### src/cpu_params.svh
// Global sizing for the single-cycle CPU
// Machine word width
// Instruction and data memory depths in words
// Program counter value after reset

`ifndef CPU_PARAMS_SVH
`define CPU_PARAMS_SVH

// Machine word width in bits
`define DATA_W 32

// Instruction memory words, indexed by PC bits 7:2
`define IMEM_DEPTH 64

// Data memory words, indexed by address bits 7:2
`define DMEM_DEPTH 64

// First fetch address
`define RESET_PC 0

`endif

### src/isa_pkg.sv
// Instruction set definitions for the MIPS-style subset
// Field typedefs for words, register indices, opcodes and immediates
// Opcode and function code constants

`include "cpu_params.svh"

package isa_pkg;

	typedef logic [`DATA_W-1:0] word_t;
	typedef logic [4:0]         reg_addr_t;
	typedef logic [5:0]         opcode_t;
	typedef logic [5:0]         funct_t;
	typedef logic [15:0]        imm16_t;
	typedef logic [4:0]         shamt_t;

	// Primary opcodes
	localparam opcode_t OP_RTYPE = 6'd0;
	localparam opcode_t OP_BEQ   = 6'd4;
	localparam opcode_t OP_BNE   = 6'd5;
	localparam opcode_t OP_BGTZ  = 6'd7;
	localparam opcode_t OP_ADDI  = 6'd8;
	localparam opcode_t OP_LW    = 6'd35;
	localparam opcode_t OP_SW    = 6'd43;

	// R-type function codes
	localparam funct_t FN_SLL  = 6'd0;
	localparam funct_t FN_ADD  = 6'd32;
	localparam funct_t FN_ADDU = 6'd33;
	localparam funct_t FN_SUB  = 6'd34;
	localparam funct_t FN_SUBU = 6'd35;
	localparam funct_t FN_AND  = 6'd36;
	localparam funct_t FN_OR   = 6'd37;
	localparam funct_t FN_SLT  = 6'd42;
	localparam funct_t FN_SLTU = 6'd43;

endpackage

### src/fetch_inst.sv
// Instruction fetch stage
// Program counter register with sequential and branch next-PC
// Instruction memory with a word-wide load port

`timescale 1ns/1ps
`include "cpu_params.svh"

module fetch_inst import isa_pkg::*; (
	input  logic                            clk,
	input  logic                            rst_n,
	input  logic                            hold,
	input  logic [$clog2(`IMEM_DEPTH)-1:0] load_addr,
	input  word_t                           load_data,
	input  logic                            npc_sel,
	input  imm16_t                          imm16,
	output word_t                           pc,
	output word_t                           inst
);

	localparam int IMEM_AW = $clog2(`IMEM_DEPTH);

	word_t imem [`IMEM_DEPTH];
	word_t pc_plus4;
	word_t branch_off;
	word_t pc_next;

	// Word offset of the branch, sign extended and scaled by 4
	assign branch_off = {{14{imm16[15]}}, imm16, 2'b00};
	assign pc_plus4   = pc + 32'd4;
	assign pc_next    = npc_sel ? (pc_plus4 + branch_off) : pc_plus4;

	always_ff @(posedge clk) begin
		if (!rst_n) begin
			pc <= word_t'(`RESET_PC);
		end else if (!hold) begin
			pc <= pc_next;
		end
	end

	// Program load writes one word per cycle
	always_ff @(posedge clk) begin
		if (hold) begin
			imem[load_addr] <= load_data;
		end
	end

	assign inst = imem[pc[IMEM_AW+1:2]];

endmodule

### config.mk
export PLATFORM = sky130hd
export DESIGN_NAME = fetch_inst
export DESIGN_NICKNAME = d
export VERILOG_FILES = /design/src/isa_pkg.sv /design/src/fetch_inst.sv
export VERILOG_INCLUDE_DIRS = /design/src
export SDC_FILE = /design/constraint.sdc
export NUM_CORES = 2
export LEC_CHECK = 0
export BUFFER_PORTS_ARGS = -buffer_cell sky130_fd_sc_hd__buf_2
export CAP_MARGIN = 25
export CORE_MARGIN = 8
export CORE_UTILIZATION = 50
export CTS_CLUSTER_SIZE = 28
export DETAILED_ROUTE_END_ITERATION = 10
export GPL_TIMING_DRIVEN = 0
export PLACE_DENSITY = 0.66
export SLEW_MARGIN = 20
export SYNTH_ARGS = -nofsm -noshare
export SYNTH_HDL_FRONTEND = slang
export SYNTH_SLANG_ARGS = --single-unit
export TNS_END_PERCENT = 50
### constraint.sdc
create_clock -name clk -period 9.1 [get_ports clk]
set_input_delay 0.91 -clock clk [delete_from_list [all_inputs] [get_ports clk]]
set_output_delay 0.91 -clock clk [all_outputs]
set_load 0.05 [all_outputs]
==> flow_metrics.tcl <==
set metrics [dict create \
    power.leakage_nw 29.3 \
    synthCells 3531 \
    status "complete, no violations" \
    first_global_vias 40255 \
    fin_nets 4087 \
    netlist_area_mm2 0.0817 \
    maxCapViolCount 0 \
    hp-class "input port to register" \
    setup_slack_ns 3.18 \
    tightest_slew_ns 1.13 \
    io_pins 122 \
    grt_setup_unrepaired "false" \
    drt_iter0_drc 5111 \
    endpoint_kind "output pin" \
    dieHeight_um 420 \
    startpoint_type "register" \
    hold_viol 0 \
    clockBufferDepth 3 \
    ys_seq_area_share_pct 76.1 \
    fin_worst_hold_slack_ns 0.428 \
    min_to "pc[9]" \
    place_congestion 0.874 \
    yosysWarnings 0 \
    finalPower_mw 20.9 \
    area_growth_pct 16.0 \
    mostFrequentLayoutCells "edfxtp_1, mux4_2, clkbuf_16, buf_2, clkbuf_1" \
    design.die.area_mm2 0.177 \
    design_area_mm2 0.0948 \
    min_period_over_period_pct 65.1 \
    rr_worst_depth 14 \
    grt_remaining_overflow 0 \
    postRouteAntennaNets 0 \
    holdPathStages 3 \
    maxSlewViolCount 0 \
    postCtsResizedCells 0 \
    clk_pin_slew_ns 0.06 \
    numCtsBuffers 205 \
    vias 40056 \
    syn_area_per_cell_um2 23.2 \
    io_buffers 116 \
    drc 0 \
    crit_fanout 10 \
    htreeDepth 4 \
    finalSetupTns_ns 0 \
    finalSetupViolations 0 \
    synth_flop_cell "edfxtp_1" \
    post_dp_cell_area_mm2 0.0881 \
    wl_um 211000 \
    cts_root_buf "clkbuf_16" \
    fillerInstances 11567 \
    ff2ff_setup_slack_ns 4.93 \
    required_ns 8.19 \
    worstSetupPathType "register to output pin" \
    slew-limit-headroom_pct 24.4 \
    grt_start_max_net_pins 65 \
    fmax_mhz 169 \
    place_ws_ns 4.09 \
    rr_startpoint "pc[2]" \
    grt_pass1_wl_um 299000 \
    synth-async-reset-ratio_pct 0 \
    min_period_ns 5.92 \
    ir_worst_vdd_mv 0.213 \
    cts_hold_buffers 0 \
    power.density_mw_per_mm2 220 \
    synth_cell_types 73 \
    core-area_mm2 0.163 \
    cts_tree "yes" \
    skew_ns 0.0137 \
    start_util_pct 50.3 \
    drive_above_1_share_pct 32.7 \
    via_per_inst 6.31 \
    clkLatencyLatePin_ns 0.85 \
    drt_pass1_iterations 6 \
    worstHoldStart "npc_sel" \
    std_cell_rows 148 \
    synth_edf_count 2048 \
    clock-sinks 2084 \
    hpwl_um 141000 \
    ys_ff_latch 2084 \
    final_common_cell "edfxtp_1" \
    cp_data_arrival_time_ns 5.01 \
    antenna_found_initial 9 \
    cts_setup_buffers 0 \
    grt_usage_pct 23.8 \
    timing.rr.end "pc[27]" \
    wire_per_inst_um 33.3 \
    die_x_um 420 \
]
[state kept, by name (all words and copies together) (netlist names), named ones only]
name  count
pc       30
imem   2048
[where the power goes]
part	switching, mW	total, mW	internal (mW)	leakage [nW]
sequential	0.0368	10.7	10.6	18.7
combinational	1.27	2.03	0.753	7.43
clock	3.65	8.21	4.56	3.14
total	4.96	20.9	15.9	29.3
[layer usage]
| metal | routed length, um | track usage, % | vias up | part of all wire [%] |
|---|---|---|---|---|
| met5 | 0 | 0 | - | 0 |
| met4 | 6920 | 7.61 | 0 | 3.3 |
| met3 | 18300 | 4.39 | 336 | 8.7 |
| met2 | 103000 | 38.3 | 1966 | 49 |
| met1 | 83100 | 33.6 | 21615 | 39 |
| li1 | - | - | 16139 | - |
[worst max-delay path, cell delays in order (launching register included)]
cell and delay, ns:
dfxtp_1 0.31, buf_2 0.21, buf_2 0.35, buf_2 0.53, buf_1 0.79, mux4_2 0.44
mux4_2 0.52, mux2i_1 0.50, a21oi_1 0.21, buf_2 0.25
[through the flow]
| stage | cells | utilization [%] |
|---|---|---|
| 3_3_place_gp | 5823 | 52.3 |
| 4_1_cts | 6327 | 58.2 |
| 2_1_floorplan | 3532 | - |
| 6_report | 6344 | 58.3 |
| 5_1_grt | 6340 | 58.3 |
| 3_5_place_dp | 5949 | 54.2 |
[cell type report]
| class | count | area, um2 | share of cell area (%) |
|---|---|---|---|
| diodes | 7 | 17.5 | 0.0185 |
| multi-input cells | 1250 | 19100 | 20.1 |
| well taps | 2175 | 2720 | 2.87 |
| inverters | 10 | 37.5 | 0.0396 |
| clock inverters | 134 | 1160 | 1.23 |
| plain buffers | 188 | 893 | 0.942 |
| repair buffers | 252 | 3380 | 3.57 |
| flip-flops and latches | 2084 | 62200 | 65.6 |
| clock buffers | 244 | 5300 | 5.59 |
[cells in the mapped netlist (all sizes together) (22+ instances only)]
master	count	share of area, %
edfxtp	2048	75
mux4	656	18
buf	101	0.66
nor2	96	0.44
clkbuf	86	0.40
a21oi	73	0.45
nand2	55	0.25
o21ai	40	0.24
ha	37	0.57
dfxtp	36	0.88
a211oi	33	0.30
xnor2	31	0.33
mux2i	23	0.28
nand3	22	0.13
[cell families after synthesis]
kind of cell | share of synthesized area, %
buffers and inverters | 1.12
other | 0.00459
flip-flops | 76.1
adder cells (fa/ha/maj) | 0.591
XOR/XNOR | 0.471
AND/OR/NAND/NOR | 1.67
AO/OA/AOI/OAI | 1.65
multiplexers | 18.4
[how the worst max path moves through the flow]
stage             start     endpoint  slack, ns  cells past startpoint
2_1_floorplan      hold  imem[44][0]       4.78                      5
3_3_place_gp       hold  imem[40][8]       0.32                      5
3_5_place_dp   register     inst[15]       4.09                      9
4_1_cts        register     inst[15]       3.16                      9
5_1_grt        register     inst[19]       3.06                      9
6_report       register     inst[15]       3.18                      9
No activity file was read; power rests on OpenSTA's default activity.
