`config.mk`:
```
export PLATFORM = sky130hd
export DESIGN_NAME = d_mem
export DESIGN_NICKNAME = d
export VERILOG_FILES = /design/src/isa_pkg.sv /design/src/d_mem.sv
export VERILOG_INCLUDE_DIRS = /design/src
export SDC_FILE = /design/constraint.sdc
export NUM_CORES = 2
export LEC_CHECK = 0
export ABC_CLOCK_PERIOD_IN_PS = 6400
export CAP_MARGIN = 20
export CORE_MARGIN = 3
export CORE_UTILIZATION = 50
export DETAILED_ROUTE_END_ITERATION = 7
export DONT_BUFFER_PORTS = 1
export GPL_TIMING_DRIVEN = 0
export HOLD_SLACK_MARGIN = 0.06
export PLACE_DENSITY = 0.72
export SLEW_MARGIN = 10
export SYNTH_ARGS = -nofsm -noshare
export SYNTH_HDL_FRONTEND = slang
export SYNTH_SLANG_ARGS = --single-unit
export TNS_END_PERCENT = 50
```
`constraint.sdc`:
```
create_clock -name clk -period 6.4 [get_ports clk]
set_input_delay 1.28 -clock clk [delete_from_list [all_inputs] [get_ports clk]]
set_output_delay 1.28 -clock clk [all_outputs]
set_load 0.01 [all_outputs]
```
`src/cpu_params.svh`:
```
// Global sizing for the single-cycle CPU
// Machine word width
// Instruction and data memory depths in words
// Program counter value after reset

`ifndef CPU_PARAMS_SVH
`define CPU_PARAMS_SVH

// Machine word width in bits
`define DATA_W 32

// Instruction memory words, indexed by PC bits 7:2
`define IMEM_DEPTH 64

// Data memory words, indexed by address bits 7:2
`define DMEM_DEPTH 64

// First fetch address
`define RESET_PC 0

`endif

```
`src/isa_pkg.sv`:
```
// Instruction set definitions for the MIPS-style subset
// Field typedefs for words, register indices, opcodes and immediates
// Opcode and function code constants

`include "cpu_params.svh"

package isa_pkg;

	typedef logic [`DATA_W-1:0] word_t;
	typedef logic [4:0]         reg_addr_t;
	typedef logic [5:0]         opcode_t;
	typedef logic [5:0]         funct_t;
	typedef logic [15:0]        imm16_t;
	typedef logic [4:0]         shamt_t;

	// Primary opcodes
	localparam opcode_t OP_RTYPE = 6'd0;
	localparam opcode_t OP_BEQ   = 6'd4;
	localparam opcode_t OP_BNE   = 6'd5;
	localparam opcode_t OP_BGTZ  = 6'd7;
	localparam opcode_t OP_ADDI  = 6'd8;
	localparam opcode_t OP_LW    = 6'd35;
	localparam opcode_t OP_SW    = 6'd43;

	// R-type function codes
	localparam funct_t FN_SLL  = 6'd0;
	localparam funct_t FN_ADD  = 6'd32;
	localparam funct_t FN_ADDU = 6'd33;
	localparam funct_t FN_SUB  = 6'd34;
	localparam funct_t FN_SUBU = 6'd35;
	localparam funct_t FN_AND  = 6'd36;
	localparam funct_t FN_OR   = 6'd37;
	localparam funct_t FN_SLT  = 6'd42;
	localparam funct_t FN_SLTU = 6'd43;

endpackage

```
`src/d_mem.sv`:
```
// Data memory
// Word-addressed array, combinational read, clocked write
// Contents start at zero

`timescale 1ns/1ps
`include "cpu_params.svh"

module d_mem import isa_pkg::*; (
	input  logic  clk,
	input  logic  we,
	input  word_t adr,
	input  word_t data_in,
	output word_t data_out
);

	localparam int DMEM_AW = $clog2(`DMEM_DEPTH);

	word_t mem [`DMEM_DEPTH];

	initial begin
		for (int i = 0; i < `DMEM_DEPTH; i++) begin
			mem[i] = '0;
		end
	end

	// Byte address bits 1:0 are ignored
	always_ff @(posedge clk) begin
		if (we) begin
			mem[adr[DMEM_AW+1:2]] <= data_in;
		end
	end

	assign data_out = mem[adr[DMEM_AW+1:2]];

endmodule

```
==> flow_results.org <==
** Routing
- After detailed routing, the number of vias per cell comes to between 6 and 7.
- The first detailed-routing pass ran for 6 iterations.
- Once detail routing completed, the nets flagged for antenna violations numbered 0.
- After detailed routing, the number of remaining DRC violations is 0.
- In the final routed layout, each cell accounts on average for between 30 and 40 µm.
- Final WL :: between 200000 and 250000 µm
- Total number of vias :: ~45000
- The first routing iteration left between 7000 and 8000 violations.

** Status
- The checks that failed: negative setup slack.
- Outcome :: finished, violations left

** Job
- Max capacitance violation total :: 0

** Synthesis
- Sequential share of the synthesized area :: between 70% and 80%
- Synthesis instantiated 55 different standard cells from the library.
- Post-Syn Nets :: 4273
- Synthesis inferred ~2000 register bits.
- In the synthesized netlist the dominant register cell turns out to be sky130_fd_sc_hd__edfxtp_1.
- Netlist area before placement :: around 78000 µm²
- Averaged over all synthesized cells, the footprint is 18.6 µm².
- Warnings, synthesis :: 0
- Ys async rst share :: 0%
- Count of flip-flops with a built-in enable after synthesis :: between 2000 and 2500
- Cell count after synthesis :: approximately 4200

** STA
- Timing would allow up to between 0.15 and 0.2 GHz.
- Crit path time final :: around 6.5 ns
- For the pin with the worst max-slew slack, the measured transition is between 1 and 1.5 ns.
- Final critical-path share of the clock period :: 102%
- Hold slack final :: between 0.5 and 0.6 ns
- RSZ-0062 raised after global routing :: yes
- Final sum of negative setup slack :: -0.387 ns
- In this run the tightest slew margin relative to its limit is 19.2%.
- Final Max Slew Viols :: 0
- Final worst setup slack :: -0.129 ns
- The hold violation total from the final report was 0.
- Setup violations, final :: 5

** Placed design
- Counting tap cells, the placed design contains a total of approximately 6300 instances.
- Buffers on Ports :: 0
- Routability-driven placement finished with a final weighted congestion of 0.943.
- After detailed placement, the total cell area comes to roughly 83000 µm².
- After legalization and detailed placement, the total HPWL measured around 150000 µm.
- Prior to clock tree synthesis, the placed netlist has a worst setup slack of -0.716 ns.

** Critical path
- Data on the critical path arrives at its endpoint at approximately 5.3 ns.
- Worst-path maximum fanout :: 11
- The setup path with the least slack is of type input port to primary output.
- Startpoint type of the worst setup path :: input port
- For the worst setup path, the data required time is between 5 and 6 ns.
- The worst setup path is captured at a primary output.

** Cells and area
- Commonest cells after routing, fill and taps aside :: sky130_fd_sc_hd__edfxtp_1, sky130_fd_sc_hd__mux2i_1, sky130_fd_sc_hd__clkbuf_1
- From synthesis to final layout, the design area changed by 14.1%.
- Ratio of cells with drive above 1 in the final layout :: ~17%
- The register with the most flip-flops in the layout has around 2000 of them.
- After routing the design area is around 90000 µm².
- After the last flow step, the layout net total stands at 4544.
- In the final layout, the multi-input gates occupy 16200 µm².
- Registers take about 61000 µm².
- The library cell used most frequently in the layout, excluding fill and tap cells, is sky130_fd_sc_hd__edfxtp_1.
- After the flow finishes, the layout carries non-filler instances totaling approximately 6700.
- Counting the fill cells in the layout gives approximately 11000.

** Floorplan
- Effective utilization at floorplan :: between 50% and 60%
- The floorplan step set the die width to 402 µm.
- Die Ht :: between 400 and 500 µm
- Num ports :: 98
- FP Rows :: ~140
- The core region is approximately 150000 µm².
- The die covers 161000 µm².

** Clock network
- Clock H-tree levels :: 4
- Clock transition at the register clock pins on the worst setup and hold paths after CTS :: ~0.06 ns
- After clock tree synthesis, the flow added hold-fix buffers numbering 0.
- TritonCTS built the clock tree.
- Clock tree synthesis selected as its root buffer the cell sky130_fd_sc_hd__clkbuf_16.
- Clock tree synthesis found a total of slightly above 2000 sinks.
- Number of CTS-inserted buffers :: 194
- Buffers inserted by post-CTS timing repair :: 0
- CTS Buffer Depth :: 3

** Power
- Summed over all cells, the static leakage comes to around 28 nW.
- Power spread over the standard cell area amounts to about 310 nW/µm².
- Peak ir drop on the vdd network :: 0.262 mV

** Global routing
- First-pass GRT wire length :: around 320000 µm
- Largest net degree at the start of global routing :: between 60 and 70
- Global routing used between 20 and 30% of the available tracks across all layers.
- The number of global-route vias before repair is ~43000.
- Total overflow reported by the global router :: 0
- Antenna violations before repair :: 10

** Worst hold path
- The worst hold path belongs to the class input port to flop.
power breakdown:
group	total [W]	leakage [nW]	switching [W]	internal, W
logic	0.00141	7.01	0.000976	0.000431
clock network	0.0110	2.92	0.00484	0.00618
registers	0.0149	18.4	0.0000218	0.0148
total	0.0273	28.4	0.00583	0.0215
through the flow:
| step | power, W | utilization, % |
|---|---|---|
| 2_1_floorplan | 0.0159 | - |
| 6_report | 0.0273 | 57.7 |
| 4_1_cts | 0.0272 | 57.6 |
| 5_1_grt | 0.0279 | 57.7 |
| 3_3_place_gp | 0.0164 | 52.2 |
| 3_5_place_dp | 0.0165 | 53.6 |
cells by family (layout without fill, tap and decap cells):
| group | Yosys count | in the layout | synth area share, % |
|---|---|---|---|
| flip-flops | 2048 | 2048 | 78.6 |
| AO/OA/AOI/OAI | 933 | 933 | 8.73 |
| multiplexers | 502 | 502 | 8.19 |
| AND/OR/NAND/NOR | 424 | 424 | 2.83 |
| buffers and inverters | 300 | 725 | 1.70 |
| other | 0 | 9 | 0 |
final timing paths:
path        from                    to  cells past startpoint
min   data_in[8]  mem[44][8]$_DFFE_PP_                      0
max       adr[3]           data_out[6]                     11
area by class of cell:
| class | instances | share of cell area (%) |
|---|---|---|
| inverter | 2 | 0.00840 |
| antenna | 9 | 0.0252 |
| clock buffer | 255 | 5.83 |
| timing repair buffer | 76 | 1.93 |
| sequential | 2048 | 68.8 |
| multi-input combinational | 1859 | 18.1 |
| buffer | 297 | 1.57 |
| clock inverter | 95 | 0.857 |
| tap | 2044 | 2.86 |
per-layer routing:
metal,wire length (µm),track usage (%),share of wire (%)
met1,81000,37.2,35
met2,102000,41.6,44
met3,35200,10.6,15
met4,13200,13.4,5.7
met5,38,0,0.016
cells in the mapped netlist (all sizes together) (16+ instances only):
cell type	n	area, µm²
edfxtp	2048	61500
mux2i	259	2590
a22oi	188	1410
a221oi	175	1530
clkbuf	169	638
mux2	147	1660
nor2	145	544
buf	129	682
a21oi	121	606
mux4	96	2160
o22ai	93	582
and3	85	532
o21ai	85	425
o22a	70	613
a22o	66	578
nand3	54	270
a31oi	43	269
nand2	28	105
nor3	22	110
nand2b	18	113
a211oi	17	128
a222oi	16	160
critical path, cell delays in order:
cell and delay [ns]:
sky130_fd_sc_hd__buf_2 0.36, sky130_fd_sc_hd__buf_4 0.31, sky130_fd_sc_hd__buf_2 0.44, sky130_fd_sc_hd__buf_2 0.60, sky130_fd_sc_hd__buf_1 0.78, sky130_fd_sc_hd__mux2i_1 0.33
sky130_fd_sc_hd__o2bb2ai_1 0.09, sky130_fd_sc_hd__a221oi_1 0.35, sky130_fd_sc_hd__a21oi_1 0.12, sky130_fd_sc_hd__a21oi_1 0.25, sky130_fd_sc_hd__nand3_1 0.29
repair_timing:
action	CTS	global route
pin swaps	5	2
gates resized for setup	66	35
setup endpoints to repair	16	16
No activity file was read; power rests on OpenSTA's default activity.
