File: src/cpu_params.svh
// Global sizing for the single-cycle CPU
// Machine word width
// Instruction and data memory depths in words
// Program counter value after reset

`ifndef CPU_PARAMS_SVH
`define CPU_PARAMS_SVH

// Machine word width in bits
`define DATA_W 32

// Instruction memory words, indexed by PC bits 7:2
`define IMEM_DEPTH 64

// Data memory words, indexed by address bits 7:2
`define DMEM_DEPTH 64

// First fetch address
`define RESET_PC 0

`endif

File: src/alu_pkg.sv
// ALU operation encoding
// Three-bit control code typedef and the eight operation codes

package alu_pkg;

	typedef logic [2:0] alu_ctrl_t;

	localparam alu_ctrl_t ALU_AND  = 3'd0;
	localparam alu_ctrl_t ALU_OR   = 3'd1;
	// Signed add, no overflow trap
	localparam alu_ctrl_t ALU_ADD  = 3'd2;
	localparam alu_ctrl_t ALU_SLT  = 3'd3;
	// Unsigned add, also used for load and store addresses
	localparam alu_ctrl_t ALU_ADDU = 3'd4;
	localparam alu_ctrl_t ALU_SLL  = 3'd5;
	// Subtract, also used for branch compares
	localparam alu_ctrl_t ALU_SUB  = 3'd6;
	localparam alu_ctrl_t ALU_SLTU = 3'd7;

endpackage

File: src/isa_pkg.sv
// Instruction set definitions for the MIPS-style subset
// Field typedefs for words, register indices, opcodes and immediates
// Opcode and function code constants

`include "cpu_params.svh"

package isa_pkg;

	typedef logic [`DATA_W-1:0] word_t;
	typedef logic [4:0]         reg_addr_t;
	typedef logic [5:0]         opcode_t;
	typedef logic [5:0]         funct_t;
	typedef logic [15:0]        imm16_t;
	typedef logic [4:0]         shamt_t;

	// Primary opcodes
	localparam opcode_t OP_RTYPE = 6'd0;
	localparam opcode_t OP_BEQ   = 6'd4;
	localparam opcode_t OP_BNE   = 6'd5;
	localparam opcode_t OP_BGTZ  = 6'd7;
	localparam opcode_t OP_ADDI  = 6'd8;
	localparam opcode_t OP_LW    = 6'd35;
	localparam opcode_t OP_SW    = 6'd43;

	// R-type function codes
	localparam funct_t FN_SLL  = 6'd0;
	localparam funct_t FN_ADD  = 6'd32;
	localparam funct_t FN_ADDU = 6'd33;
	localparam funct_t FN_SUB  = 6'd34;
	localparam funct_t FN_SUBU = 6'd35;
	localparam funct_t FN_AND  = 6'd36;
	localparam funct_t FN_OR   = 6'd37;
	localparam funct_t FN_SLT  = 6'd42;
	localparam funct_t FN_SLTU = 6'd43;

endpackage

File: src/control.sv
// Main decoder of the CPU
// One-hot instruction flags from opcode and function code
// Datapath controls, ALU operation code and branch decision

`timescale 1ns/1ps

module control import isa_pkg::*, alu_pkg::*; (
	input  opcode_t   op,
	input  funct_t    fun,
	input  logic      equal,
	input  logic      sign,
	output logic      npc_sel,
	output logic      reg_wr,
	output logic      reg_dst,
	output logic      ext_op,
	output logic      alu_src,
	output logic      mem_wr,
	output logic      mem_to_reg,
	output alu_ctrl_t alu_ctrl
);

	logic r_type;
	logic is_add, is_addu, is_sub, is_subu, is_and, is_or;
	logic is_sll, is_slt, is_sltu;
	logic is_addi, is_lw, is_sw, is_beq, is_bne, is_bgtz;
	logic r_valid;
	logic branch;

	assign r_type = (op == OP_RTYPE);

	// R-type flags need a known function code
	assign is_add  = r_type && (fun == FN_ADD);
	assign is_addu = r_type && (fun == FN_ADDU);
	assign is_sub  = r_type && (fun == FN_SUB);
	assign is_subu = r_type && (fun == FN_SUBU);
	assign is_and  = r_type && (fun == FN_AND);
	assign is_or   = r_type && (fun == FN_OR);
	assign is_sll  = r_type && (fun == FN_SLL);
	assign is_slt  = r_type && (fun == FN_SLT);
	assign is_sltu = r_type && (fun == FN_SLTU);

	assign is_addi = (op == OP_ADDI);
	assign is_lw   = (op == OP_LW);
	assign is_sw   = (op == OP_SW);
	assign is_beq  = (op == OP_BEQ);
	assign is_bne  = (op == OP_BNE);
	assign is_bgtz = (op == OP_BGTZ);

	assign r_valid = is_add | is_addu | is_sub | is_subu | is_and | is_or |
	                 is_sll | is_slt | is_sltu;
	assign branch  = is_beq | is_bne | is_bgtz;

	// Branches take rt as the second ALU operand as R-type does
	assign reg_dst    = r_type | branch;
	assign alu_src    = ~reg_dst;
	// Unknown encodings fall out with no write
	assign reg_wr     = r_valid | is_addi | is_lw;
	assign ext_op     = is_addi | is_lw | is_sw;
	assign mem_wr     = is_sw;
	assign mem_to_reg = is_lw;

	// and takes the default code
	always_comb begin
		alu_ctrl = ALU_AND;
		if (is_or) begin
			alu_ctrl = ALU_OR;
		end else if (is_add || is_addi) begin
			alu_ctrl = ALU_ADD;
		end else if (is_slt) begin
			alu_ctrl = ALU_SLT;
		end else if (is_addu || is_lw || is_sw) begin
			alu_ctrl = ALU_ADDU;
		end else if (is_sll) begin
			alu_ctrl = ALU_SLL;
		end else if (is_sub || is_subu || branch) begin
			alu_ctrl = ALU_SUB;
		end else if (is_sltu) begin
			alu_ctrl = ALU_SLTU;
		end
	end

	// bgtz needs rs - rt nonzero with the sign bit clear
	assign npc_sel = (is_beq & equal) | (is_bne & ~equal) | (is_bgtz & ~equal & ~sign);

endmodule

File: config.mk
export PLATFORM = sky130hd
export DESIGN_NAME = control
export DESIGN_NICKNAME = d
export VERILOG_FILES = /design/src/alu_pkg.sv /design/src/isa_pkg.sv /design/src/control.sv
export VERILOG_INCLUDE_DIRS = /design/src
export SDC_FILE = /design/constraint.sdc
export NUM_CORES = 1
export LEC_CHECK = 0
export BUFFER_PORTS_ARGS = -buffer_cell sky130_fd_sc_hd__buf_4
export CORE_AREA = 2 2 39 41
export DETAILED_ROUTE_END_ITERATION = 8
export DIE_AREA = 0 0 41 43
export GPL_TIMING_DRIVEN = 0
export PLACE_DENSITY_LB_ADDON = 0.15
export RECOVER_POWER = 25
export SLEW_MARGIN = 30
export SYNTH_ARGS = -nofsm -noshare
export SYNTH_HDL_FRONTEND = slang
export SYNTH_SLANG_ARGS = --single-unit
export TNS_END_PERCENT = 50
File: constraint.sdc
create_clock -name vclk -period 1.3
set_clock_uncertainty 0.1 [all_clocks]
set_input_delay 0.065 -clock vclk [all_inputs]
set_output_delay 0.065 -clock vclk [all_outputs]
set_load 0.005 [all_outputs]
==> results.md <==
- Power density cells: 231 nW/um^2
- DR iter-0 viols: 5
- Flip-flop and latch count: 0
- Post-DP HPWL: roughly 730 um
- Syn avg cell area: about 6.6 sq um
- Die Y: roughly 43 um
- Yosys cell types: 26
- Cell Area, Synth: 319 sq um
- Finished Cell Area: around 540 sq um
- RSZ-0062 raised after global routing: true
- Nets: 86
- Peak VDD IR: between 0.1 and 0.15 mV
- Slew @ Worst Pin: 313 ps
- Critical path type: in2out
- Hold crit path type: in2out
- Cell taking the most area after synthesis: nor4_1
- Worst EP required: between 1000 and 1500 ps
- Warnings, synthesis: 0
- Max-cap violations: 0
- Post-synthesis adder-cell area fraction: 0%
- Period Utilization, post-route: a little over nine tenths
- DRT Pass-1 Iters: 2
- Synth-to-Final Area Change: 68.2%
- Crit path from: op[5]
- Critical Path End: reg_wr
- Synth Area in Simple Gates: about 51%
- CTS Hold Bufs: 0
- Initial antenna violation count: 0
- Area of the die: around 1800 sq um
- Worst Setup End Kind: output port
- Die X: just over 40 um
- Fill count: 160
- Share of cells above drive strength 1: 50.0%
- Critical path arrival: 1090 ps
- DR vias/cell: 5.21
- Status: finished clean
- Post-route setup slack: about 47 ps
- Crit start category: input port
- Vias: around 450
- Sequential standard cell area: 0 sq um
- I/O pins: 24
- Max-slew violations: 0
- Placed cell area: around 500 sq um
- Synthesized Nets: 62
- GRT overflow: 0
- Rel. slew slack: between 70% and 80%
- Antenna viol nets, final: 0
- Routability cong.: 0.757
- Mapped Cells: 48
- Final setup vio count: 0
- Post-synthesis sequential area ratio: 0%
- Routed WL: 956 um
- Most area-consuming cells after synthesis: nor4_1, a2111oi_4, nor4b_4
- Tot GR Track Use: between 10% and 20%
- Largest net degree at the start of global routing: 10
- Remaining DRCs: 0
- Post-synthesis mux area share: 0%
- Pleak: roughly 0.23 nW
- Post-Synth XOR/XNOR Area: 0%
- Rows: 14
- Fmax: 798 MHz
- Vias in the first global route: around 360
- Synth Area in Compound Gates: 38.8%
- Main combinational cell family by area after synthesis: simple AND/OR/NAND/NOR gates
- Fin crit period: 1250 ps
- Setup WS pre-CTS: -81.5 ps
- Hold path start: op[5]
- First-pass GRT wire length: 1410 um
- Area of the multi-input gates: around 320 sq um
- Ant. Diodes: 0
- Total core area: about 1400 sq um
- Port Buf Inserts: 21
- WL/cell: 11.1 um
- CP max FO: 9
- Hold Vio Cnt, Final: 0
- Starting Density: a little under a quarter
- Area share of the leading cell type in the synthesized netlist: 9.80%
- Number of clock-tree buffers in the layout: 0
## where the power goes
| part | switching (mW) | internal [mW] |
|---|---|---|
| clock | 0 | 0 |
| sequential | 0 | 0 |
| combinational | 0.0648 | 0.0590 |
| total | 0.0648 | 0.0590 |
## what timing repair did
action | CTS | global route
pin swaps | 3 | 5
setup endpoints to repair | 1 | 3
resized for setup | 1 | 7
setup buffers | 1 | 0
## layout by cell type, fill, tap and decap left out, types with 2 or more instances in the layout
| cell type | count |
|---|---|
| nand2_1 | 3 |
| a21oi_1 | 3 |
| o21ai_0 | 3 |
| nand2b_1 | 3 |
| nand3_1 | 2 |
| nor2_2 | 2 |
| nor4_1 | 4 |
| buf_4 | 22 |
| nor2_1 | 5 |
| inv_1 | 3 |
## cells in the mapped netlist (all sizes together)
library cell and instances:
a2111oi 1, a21boi 1, a21o 1, a21oi 3
a22oi 1, a311o 1, a31oi 1, and3 1
buf 3, inv 3, nand2 3, nand2b 3
nand3 3, nand4b 1, nor2 7, nor3 1
nor4 5, nor4b 2, o21ai 4, o22ai 1
o31ai 1, o41ai 1
## cell type report
cell class | count | area share, %
repair buffers | 22 | 30.8
well taps | 16 | 3.73
multi-input cells | 42 | 59.0
inverters | 3 | 2.10
plain buffers | 3 | 4.43
## worst min path at each step
stage	endpoint	slack [ps]	depth (start not counted)
2_1_floorplan	mem_wr	60	1
3_3_place_gp	npc_sel	330	3
3_5_place_dp	npc_sel	330	3
4_1_cts	npc_sel	330	3
5_1_grt	npc_sel	360	3
6_report	npc_sel	340	3
## critical path, cell delays in order
cell and delay [ps]:
buf_6 120, nor4b_4 270, nand3_2 140, buf_4 170, o21ai_2 130, a21o_1 90, buf_4 100
## routing by layer
layer | routed length (um) | GRT usage (%) | up-vias
met3 | 72 | 0 | 0
met5 | 0 | 0 | -
met4 | 0 | 0 | 0
met1 | 465 | 15.8 | 202
met2 | 418 | 17.2 | 15
li1 | - | - | 231
## kinds of logic (layout without fill, tap and decap cells)
group | count (synthesis) | in the layout
AND/OR/NAND/NOR | 26 | 26
buffers and inverters | 6 | 28
AO/OA/AOI/OAI | 16 | 16
## through the flow
step	cells	hold WS [ps]	utilization (%)	total power, mW	setup TNS (ps)
5_1_grt	86	357	38.8	0.135	-34.5
3_5_place_dp	85	331	35.9	0.117	-81.5
2_1_floorplan	48	64.0	-	0.0553	0
4_1_cts	86	331	36.4	0.117	-15.3
6_report	86	340	38.8	0.124	0
3_3_place_gp	85	334	35.9	0.117	-93.8
(Power assumes the default switching activity.)
